===== src/source/stride_defs.svh =====
/*
 * Stride index generator sizing
 * Widths of indices, shift amounts and route tags, and the request
 * queue geometry with its almost-full level
 */
`ifndef STRIDE_DEFS_SVH
`define STRIDE_DEFS_SVH

// Vertex index, stride and address width
`define STRIDE_INDEX_W 32
`define STRIDE_SHIFT_W 5
`define STRIDE_ROUTE_W 8

// Request queue
`define STRIDE_FIFO_DEPTH 16
`define STRIDE_FIFO_PTR_W 4
`define STRIDE_PROG_FULL 8

`endif


===== src/source/stride_config_pkg.sv =====
/*
 * Stride job configuration types
 * Holds the job descriptor, the offset shift control and the
 * sequencer state encoding
 */
`default_nettype none

`include "stride_defs.svh"

package stride_config_pkg;

    // Direction 1 shifts left, 0 shifts right
    typedef struct packed {
        logic                       direction;
        logic [`STRIDE_SHIFT_W-1:0] amount;
    } address_shift_t;

    typedef struct packed {
        logic [`STRIDE_INDEX_W-1:0] index_start;
        logic [`STRIDE_INDEX_W-1:0] index_end;
        logic [`STRIDE_INDEX_W-1:0] stride;
        logic [`STRIDE_ROUTE_W-1:0] route;
        address_shift_t             shift;
    } stride_job_t;

    typedef enum logic [3:0] {
        RESET,
        IDLE,
        SETUP,
        START,
        BUSY,
        BUSY_TRANS,
        PAUSE_TRANS,
        PAUSE,
        DONE
    } sequencer_state_t;

endpackage

`default_nettype wire


===== src/source/memory_packet_pkg.sv =====
/*
 * Memory request packet
 * One request per generated vertex index, carrying the address
 * pieces and the route tag toward the memory side
 */
`default_nettype none

`include "stride_defs.svh"

package memory_packet_pkg;

    // ------------------------------------------------------------------------
    // Request payload as queued in the request FIFO
    // ------------------------------------------------------------------------
    typedef struct packed {
        // Destination of the request
        logic [`STRIDE_ROUTE_W-1:0]     route;
        // Base is the job start index
        logic [`STRIDE_INDEX_W-1:0]     base;
        // Index after the configured shift
        logic [`STRIDE_INDEX_W-1:0]     offset;
        stride_config_pkg::address_shift_t shift;
        logic [`STRIDE_INDEX_W-1:0]     index;
    } request_payload_t;

    // 110 bits with the default widths
    localparam int unsigned REQUEST_PAYLOAD_W = $bits(request_payload_t);

endpackage

`default_nettype wire


===== src/source/stride_ifs.sv =====
/*
 * Stride generator internal buses
 * Counter control between sequencer and counter, and the request
 * queue port shared by formatter, FIFO and top level
 */
`timescale 1ns/1ps
`default_nettype none

`include "stride_defs.svh"

interface index_counter_if;
    logic                       enable;
    logic                       load;
    logic                       step;
    logic [`STRIDE_INDEX_W-1:0] load_value;
    logic [`STRIDE_INDEX_W-1:0] stride_value;
    logic [`STRIDE_INDEX_W-1:0] count;

    modport initiator (output enable, load, step, load_value, stride_value, input count);
    modport target    (input enable, load, step, load_value, stride_value, output count);
endinterface

interface request_fifo_if import memory_packet_pkg::*; ();
    // Write side
    logic             wr_en;
    request_payload_t din;
    // Read side
    logic             rd_en;
    request_payload_t dout;
    logic             valid;
    // Status
    logic             empty;
    logic             full;
    logic             prog_full;

    modport writer  (output wr_en, din);
    modport storage (input wr_en, din, rd_en, output dout, valid, empty, full, prog_full);
    // Back-pressure observer for the sequencer
    modport monitor (input prog_full);
endinterface

`default_nettype wire


===== src/source/index_counter.sv =====
/*
 * Vertex index counter
 * Loads the job start index and advances by the stride on each
 * enabled step
 */
`timescale 1ns/1ps
`default_nettype none

module index_counter (
    input  logic              ap_clk,
    input  logic              areset_engine,
    index_counter_if.target   cnt
);

    // ------------------------------------------------------------------------
    // Count register
    // ------------------------------------------------------------------------
    always_ff @(posedge ap_clk) begin
        if (areset_engine) begin
            cnt.count <= '0;
        end
        else if (cnt.enable) begin
            // Load has priority over step
            if (cnt.load) begin
                cnt.count <= cnt.load_value;
            end
            else if (cnt.step) begin
                cnt.count <= cnt.count + cnt.stride_value;
            end
        end
    end

endmodule

`default_nettype wire


===== src/source/stride_sequencer.sv =====
/*
 * Stride generation sequencer
 * Captures one job while idle, loads the index counter and steps it
 * through the job, holding off while the request queue is almost
 * full or the engine is paused
 */
`timescale 1ns/1ps
`default_nettype none

module stride_sequencer import stride_config_pkg::*; (
    input  logic                      ap_clk,
    input  logic                      areset_engine,
    input  logic                      cfg_valid,
    input  logic                      pause,
    input  stride_job_t               cfg_in,
    output stride_job_t               job,
    index_counter_if.initiator        cnt,
    request_fifo_if.monitor           fifo_mon,
    output logic                      emit,
    output logic                      ready,
    output logic                      done
);

    sequencer_state_t state;
    sequencer_state_t next_state;
    logic             pause_reg;
    logic             accept;
    logic             below_end;
    logic             hold_off;

    // ------------------------------------------------------------------------
    // Job capture
    // ------------------------------------------------------------------------
    assign accept = (state == IDLE) & ready & done & cfg_valid;

    always_ff @(posedge ap_clk) begin
        if (areset_engine) begin
            pause_reg <= 1'b0;
        end
        else begin
            pause_reg <= pause;
        end
    end

    always_ff @(posedge ap_clk) begin
        if (accept) begin
            job <= cfg_in;
        end
    end

    assign below_end = (cnt.count < job.index_end);
    assign hold_off  = fifo_mon.prog_full | pause_reg;

    // ------------------------------------------------------------------------
    // State machine
    // ------------------------------------------------------------------------
    always_ff @(posedge ap_clk) begin
        if (areset_engine) begin
            state <= RESET;
        end
        else begin
            state <= next_state;
        end
    end

    always_comb begin
        next_state = state;
        case (state)
            RESET:       next_state = IDLE;
            IDLE: begin
                if (accept) begin
                    next_state = SETUP;
                end
            end
            SETUP:       next_state = START;
            START:       next_state = BUSY;
            BUSY: begin
                if (!below_end) begin
                    next_state = DONE;
                end
                else if (hold_off) begin
                    next_state = PAUSE_TRANS;
                end
            end
            BUSY_TRANS:  next_state = BUSY;
            PAUSE_TRANS: next_state = PAUSE;
            PAUSE: begin
                if (!hold_off) begin
                    next_state = BUSY_TRANS;
                end
            end
            DONE:        next_state = IDLE;
            default:     next_state = RESET;
        endcase
    end

    // ------------------------------------------------------------------------
    // Counter control
    // ------------------------------------------------------------------------
    // One index per BUSY cycle; the step moves past the emitted index
    assign emit = (state == BUSY) & below_end;

    assign cnt.enable       = (state == SETUP) | (state == BUSY);
    assign cnt.load         = (state == SETUP);
    assign cnt.step         = emit;
    assign cnt.load_value   = job.index_start;
    assign cnt.stride_value = job.stride;

    // Status levels, done stays high through DONE and IDLE
    always_ff @(posedge ap_clk) begin
        if (areset_engine) begin
            ready <= 1'b0;
            done  <= 1'b0;
        end
        else begin
            ready <= (state == IDLE);
            done  <= (state == IDLE) | (state == DONE);
        end
    end

endmodule

`default_nettype wire


===== src/source/request_formatter.sv =====
/*
 * Request packet formatter
 * Turns the current vertex index into a memory request and registers
 * it onto the queue write port
 */
`timescale 1ns/1ps
`default_nettype none

`include "stride_defs.svh"

module request_formatter import memory_packet_pkg::*, stride_config_pkg::*; (
    input  logic                       ap_clk,
    input  logic                       areset_engine,
    input  logic                       emit,
    input  stride_job_t                job,
    input  logic [`STRIDE_INDEX_W-1:0] index,
    request_fifo_if.writer             fifo_wr
);

    request_payload_t packet;

    always_comb begin
        packet.route = job.route;
        packet.base  = job.index_start;
        packet.shift = job.shift;
        packet.index = index;
        // Left when direction is set
        if (job.shift.direction) begin
            packet.offset = index << job.shift.amount;
        end
        else begin
            packet.offset = index >> job.shift.amount;
        end
    end

    always_ff @(posedge ap_clk) begin
        if (areset_engine) begin
            fifo_wr.wr_en <= 1'b0;
        end
        else begin
            fifo_wr.wr_en <= emit;
        end
    end

    always_ff @(posedge ap_clk) begin
        fifo_wr.din <= packet;
    end

endmodule

`default_nettype wire


===== src/source/request_fifo.sv =====
/*
 * Request queue
 * Synchronous circular buffer with an almost-full flag and
 * registered read data qualified by valid
 */
`timescale 1ns/1ps
`default_nettype none

`include "stride_defs.svh"

module request_fifo import memory_packet_pkg::*; (
    input  logic            ap_clk,
    input  logic            areset_engine,
    request_fifo_if.storage fifo
);

    localparam int unsigned DEPTH = `STRIDE_FIFO_DEPTH;
    localparam int unsigned PTR_W = `STRIDE_FIFO_PTR_W;
    localparam logic [PTR_W:0] FULL_LEVEL = (PTR_W+1)'(DEPTH);
    localparam logic [PTR_W:0] PROG_LEVEL = (PTR_W+1)'(`STRIDE_PROG_FULL);

    request_payload_t mem [DEPTH];
    logic [PTR_W-1:0] wr_ptr;
    logic [PTR_W-1:0] rd_ptr;
    logic [PTR_W:0]   occupancy;
    logic             wr_accept;
    logic             rd_accept;

    assign fifo.full      = (occupancy == FULL_LEVEL);
    assign fifo.empty     = (occupancy == '0);
    assign fifo.prog_full = (occupancy >= PROG_LEVEL);

    // Writes into a full queue are dropped
    assign wr_accept = fifo.wr_en & ~fifo.full;
    assign rd_accept = fifo.rd_en & ~fifo.empty;

    // ------------------------------------------------------------------------
    // Pointers and occupancy
    // ------------------------------------------------------------------------
    always_ff @(posedge ap_clk) begin
        if (areset_engine) begin
            wr_ptr    <= '0;
            rd_ptr    <= '0;
            occupancy <= '0;
        end
        else begin
            if (wr_accept) begin
                wr_ptr <= wr_ptr + 1'b1;
            end
            if (rd_accept) begin
                rd_ptr <= rd_ptr + 1'b1;
            end
            case ({wr_accept, rd_accept})
                2'b10:   occupancy <= occupancy + 1'b1;
                2'b01:   occupancy <= occupancy - 1'b1;
                default: occupancy <= occupancy;
            endcase
        end
    end

    // ------------------------------------------------------------------------
    // Storage and read data
    // ------------------------------------------------------------------------
    always_ff @(posedge ap_clk) begin
        if (wr_accept) begin
            mem[wr_ptr] <= fifo.din;
        end
        if (rd_accept) begin
            fifo.dout <= mem[rd_ptr];
        end
    end

    always_ff @(posedge ap_clk) begin
        if (areset_engine) begin
            fifo.valid <= 1'b0;
        end
        else begin
            fifo.valid <= rd_accept;
        end
    end

endmodule

`default_nettype wire


===== src/source/stride_index_generator.sv =====
/*
 * Vertex-ID stride index generator
 * Emits one memory request per index of a strided job into a request
 * queue that the consumer drains with a read strobe
 */
`timescale 1ns/1ps
`default_nettype none

`include "stride_defs.svh"

module stride_index_generator import stride_config_pkg::*, memory_packet_pkg::*; (
    input  logic                       ap_clk,
    input  logic                       areset_engine,
    // Job configuration
    input  logic                       cfg_valid,
    input  logic [`STRIDE_INDEX_W-1:0] cfg_index_start,
    input  logic [`STRIDE_INDEX_W-1:0] cfg_index_end,
    input  logic [`STRIDE_INDEX_W-1:0] cfg_stride,
    input  logic [`STRIDE_ROUTE_W-1:0] cfg_route,
    input  logic                       cfg_shift_left,
    input  logic [`STRIDE_SHIFT_W-1:0] cfg_shift_amount,
    input  logic                       pause,
    // Request queue read side
    input  logic                       request_rd_en,
    output logic                       request_valid,
    output logic [`STRIDE_INDEX_W-1:0] request_index,
    output logic [`STRIDE_INDEX_W-1:0] request_base,
    output logic [`STRIDE_INDEX_W-1:0] request_offset,
    output logic [`STRIDE_ROUTE_W-1:0] request_route,
    output logic                       request_shift_left,
    output logic [`STRIDE_SHIFT_W-1:0] request_shift_amount,
    output logic                       ready,
    output logic                       done
);

    stride_job_t cfg_job;
    stride_job_t job;
    logic        emit;

    index_counter_if counter_bus ();
    request_fifo_if  fifo_bus ();

    assign cfg_job.index_start     = cfg_index_start;
    assign cfg_job.index_end       = cfg_index_end;
    assign cfg_job.stride          = cfg_stride;
    assign cfg_job.route           = cfg_route;
    assign cfg_job.shift.direction = cfg_shift_left;
    assign cfg_job.shift.amount    = cfg_shift_amount;

    stride_sequencer u_sequencer (
        .ap_clk        (ap_clk),
        .areset_engine (areset_engine),
        .cfg_valid     (cfg_valid),
        .pause         (pause),
        .cfg_in        (cfg_job),
        .job           (job),
        .cnt           (counter_bus.initiator),
        .fifo_mon      (fifo_bus.monitor),
        .emit          (emit),
        .ready         (ready),
        .done          (done)
    );

    index_counter u_counter (
        .ap_clk        (ap_clk),
        .areset_engine (areset_engine),
        .cnt           (counter_bus.target)
    );

    request_formatter u_formatter (
        .ap_clk        (ap_clk),
        .areset_engine (areset_engine),
        .emit          (emit),
        .job           (job),
        .index         (counter_bus.count),
        .fifo_wr       (fifo_bus.writer)
    );

    request_fifo u_fifo (
        .ap_clk        (ap_clk),
        .areset_engine (areset_engine),
        .fifo          (fifo_bus.storage)
    );

    // Consumer side of the queue
    assign fifo_bus.rd_en       = request_rd_en;
    assign request_valid        = fifo_bus.valid;
    assign request_index        = fifo_bus.dout.index;
    assign request_base         = fifo_bus.dout.base;
    assign request_offset       = fifo_bus.dout.offset;
    assign request_route        = fifo_bus.dout.route;
    assign request_shift_left   = fifo_bus.dout.shift.direction;
    assign request_shift_amount = fifo_bus.dout.shift.amount;

endmodule

`default_nettype wire


===== config.mk =====
export PLATFORM = sky130hd
export DESIGN_NAME = stride_index_generator
export DESIGN_NICKNAME = d
export VERILOG_FILES = /design/src/source/stride_config_pkg.sv /design/src/source/memory_packet_pkg.sv /design/src/source/stride_ifs.sv /design/src/source/index_counter.sv /design/src/source/stride_sequencer.sv /design/src/source/request_formatter.sv /design/src/source/request_fifo.sv /design/src/source/stride_index_generator.sv
export VERILOG_INCLUDE_DIRS = /design/src /design/src/source
export SDC_FILE = /design/constraint.sdc
export NUM_CORES = 2
export LEC_CHECK = 0
export ABC_AREA = 1
export BUFFER_PORTS_ARGS = -buffer_cell sky130_fd_sc_hd__clkbuf_2
export CAP_MARGIN = 20
export CORE_MARGIN = 3
export CORE_UTILIZATION = 56
export CTS_CLUSTER_SIZE = 40
export DETAILED_ROUTE_END_ITERATION = 8
export PLACE_DENSITY = 0.74
export SETUP_SLACK_MARGIN = 0.4
export SLEW_MARGIN = 10
export SYNTH_ARGS = -nofsm -noshare
export SYNTH_HDL_FRONTEND = slang
export SYNTH_SLANG_ARGS = --single-unit

===== constraint.sdc =====
create_clock -name ap_clk -period 6.09 [get_ports ap_clk]
set_input_delay 0.3045 -clock ap_clk [delete_from_list [all_inputs] [get_ports ap_clk]]
set_output_delay 0.3045 -clock ap_clk [all_outputs]
set_load 0.03 [all_outputs]

==> flow_summary.ini <==
[timing]
finalHoldViolCount = 0
tns_ps = 0
setup_ws_ps = 2460
layout_min_cycle_time_ps = 3630
tightest_slew_ps = 1210
report.final.slew_viol_count = 0
fin_skew_ps = 31.7
max_clock_freq_mhz = 276
holdWs_ps = 66.7
relSlewSlack_pct = 19.6
finalSetupViolations = 0
period_share_pct = 59.5
rsz0062_at_grt = false

[drt]
routedWlPerCell_microns = 25.8
wl_microns = 230000
vias = 56300
drc_errors = 0
ant_nets = 0
viasPerCell = 6.33
drt_iter0_drc = 7905
firstDrtPassIters = 6

[power]
finalPower_mw = 40.5
ir_worst_vdd_mv = 0.466
power.density_nw_per_um2 = 425
p_leak_nw = 32.2

[synth]
ys_seq_area_share_pct = 74.1
ys_seq_elements = 2144
synthFlopType = edfxtp_1
syn_avg_cell_area_sq_um = 13.0
yosys_warnings = 0
netlist_area_sq_um = 84700
async_flop_share_pct = 0
syn_inst = 6520
yosysUniqueCellTypes = 45
synth_nets = 6708
synth_edf_count = 1980

[final_layout]
largest_register_ff_count = 1760
fin_area_sq_um = 95300
finish.utilization_pct = 63.5
multi_input_area_sq_um = 19500
fill_cells = 10600
final_nets = 6888
regMostFlops = u_fifo.mem
reg.largest.list = u_fifo.mem x1760, u_fifo.fifo.dout x110, u_formatter.fifo_wr.din x110
instances_no_fill = 8896
regArea_sq_um = 62800
drive_above_1_share_pct = 9.39
area.growth.synth_to_final_pct = 12.5

[critical_path]
arrival_ps = 4310
path_max_fanout = 232
cp_cell_sequence = buf_4 -> buf_12 -> o21ai_0 -> o221ai_1 -> nand3_1 -> nand2_1
cp_slowest_cell = dfxtp_4
cp-end-kind = flop
critPathKind = reg -> reg
required_ps = 6770
max_stage_delay_ps = 920
start_kind = flop

[place]
routabilityCongestion = 0.900
detailedPlacementHpwl_microns = 115000
place_area_sq_um = 87400
placedCellCount = 8401
numPortBuffers = 227
dp_slack_ps = 2750

[global_routing]
overflow = 0
grt_pass1_wl_microns = 340000
grt_usage_pct = 28.9
antenna_found_initial = 19
grt_pass1_vias = 54200
grt_max_degree = 233

[floorplan]
dieArea_sq_um = 156000
die_h_microns = 395
num_rows = 142
core_sq_um = 150000
initial_core_util_pct = 56.4
die_w_microns = 395
io_pins = 228

[clock_tree]
clock-root-buffer = clkbuf_16
h-tree-depth = 4
cts_tree = done
postCtsSetupRepairBufs = 0
numCtsBuffers = 198
clockBufferDepth = 3
cts.sinks = 2144
clock_latency_ps = 840
clk_transition_reported_paths_ps = 60

[run]
drv_cap = 0

[outcome]
outcome = finished clean

[hold_path]
min_path_type = in -> reg
==> cells in the final DEF (no fill, tap or decap), drive strengths merged, types with 14 or more instances in the layout <==
| cell type | synthesis | routed |
|---|---|---|
| nor2 | 1049 | 1049 |
| nor3 | 16 | 16 |
| clkbuf | 294 | 497 |
| clkinvlp | 0 | 14 |
| dfxtp | 164 | 164 |
| dlygate4sd3 | 0 | 112 |
| inv | 169 | 176 |
| bufinv | 0 | 23 |
| o221ai | 342 | 342 |
| edfxtp | 1980 | 1980 |
| o22ai | 111 | 111 |
| buf | 140 | 75 |
| xnor2 | 14 | 14 |
| o21ai | 1074 | 1074 |
| clkinv | 2 | 60 |
| a21oi | 109 | 109 |
| o211ai | 146 | 146 |
| nand2 | 596 | 596 |
| ha | 71 | 71 |
| nand3 | 183 | 183 |
==> synthesized netlist by cell type (7+ instances only) <==
library cell | count | share of area [%]
edfxtp_1 | 1980 | 70
nor2_1 | 1047 | 4.6
o21ai_0 | 1047 | 6.2
nand2_1 | 594 | 2.6
o221ai_1 | 342 | 3.5
clkbuf_1 | 294 | 1.3
nand3_1 | 182 | 1.1
dfxtp_1 | 164 | 3.9
inv_1 | 160 | 0.71
o211ai_1 | 146 | 1.3
o22ai_1 | 111 | 0.82
a21oi_1 | 107 | 0.63
buf_2 | 73 | 0.43
ha_1 | 71 | 1.0
buf_4 | 32 | 0.28
buf_1 | 27 | 0.12
o21ai_1 | 27 | 0.16
xnor2_1 | 14 | 0.14
nor3_1 | 11 | 0.065
nand4_1 | 10 | 0.074
buf_6 | 8 | 0.11
inv_2 | 8 | 0.035
mux2i_1 | 7 | 0.083
o21bai_1 | 7 | 0.062
==> final timing paths <==
kind | startpoint | to | slack [ps] | depth (start not counted)
max reg2reg | u_fifo.rd_ptr[0] | u_fifo.fifo.dout[3] | 2460 | 6
min | cfg_valid | u_sequencer.state[0] | 70 | 6
min reg2reg | u_sequencer.job[8] | u_formatter.fifo_wr.din[104] | 340 | 0
max | u_fifo.rd_ptr[0] | u_fifo.fifo.dout[3] | 2460 | 6
==> final cells by class <==
class                           count  area share [%]
Clock inverter                    102            1.22
Clock buffer                      270            5.78
Multi-Input combinational cell   3771            20.5
Antenna cell                        8          0.0210
Inverter                          171           0.707
Tap cell                         2016            2.65
Timing Repair Buffer              414            3.29
Sequential cell                  2144            65.8
==> layer usage <==
layer  wire (microns)  global-route usage, %  part of all wire (%)  vias to the layer above
met3            24900                   5.57                    11                      485
li1                 -                      -                     -                    24700
met5               48                      0                 0.021                        -
met2           107000                   45.2                    47                     3399
met4             8190                   11.2                   3.6                        8
met1            89200                   40.7                    39                    27800
==> kinds of logic after synthesis <==
| group | count (synthesis) | synth area share [%] |
|---|---|---|
| AOI/OAI and AO/OA | 1807 | 12.9 |
| xor gates and xnor gates | 19 | 0.196 |
| adders and majority gates | 73 | 1.10 |
| buffers and inverters | 605 | 3.00 |
| DFF | 2144 | 74.1 |
| muxes | 7 | 0.0827 |
| and+or+nand+nor | 1865 | 8.69 |
==> worst max-delay path: cells and delay by family (launching register included) <==
| family | cells | cell delay, ps |
|---|---|---|
| flip-flops | 1 | 920 |
| buffers and inverters | 2 | 1270 |
| AND/OR/NAND/NOR | 2 | 250 |
| AO/OA/AOI/OAI | 2 | 590 |
==> where the power goes <==
| part | leakage (nW) | internal [mW] | switching, mW |
|---|---|---|---|
| Sequential | 19.4 | 17.4 | 1.44 |
| Combinational | 9.60 | 2.56 | 6.47 |
| Clock | 3.23 | 7.33 | 5.32 |
| Total | 32.2 | 27.3 | 13.2 |
==> repair_timing <==
item,in CTS,in global routing
hold buffers,112,0
endpoints found under the setup margin,0,0
resized for setup,0,0
endpoints found under the hold margin,113,0
(Power assumes the default switching activity.)
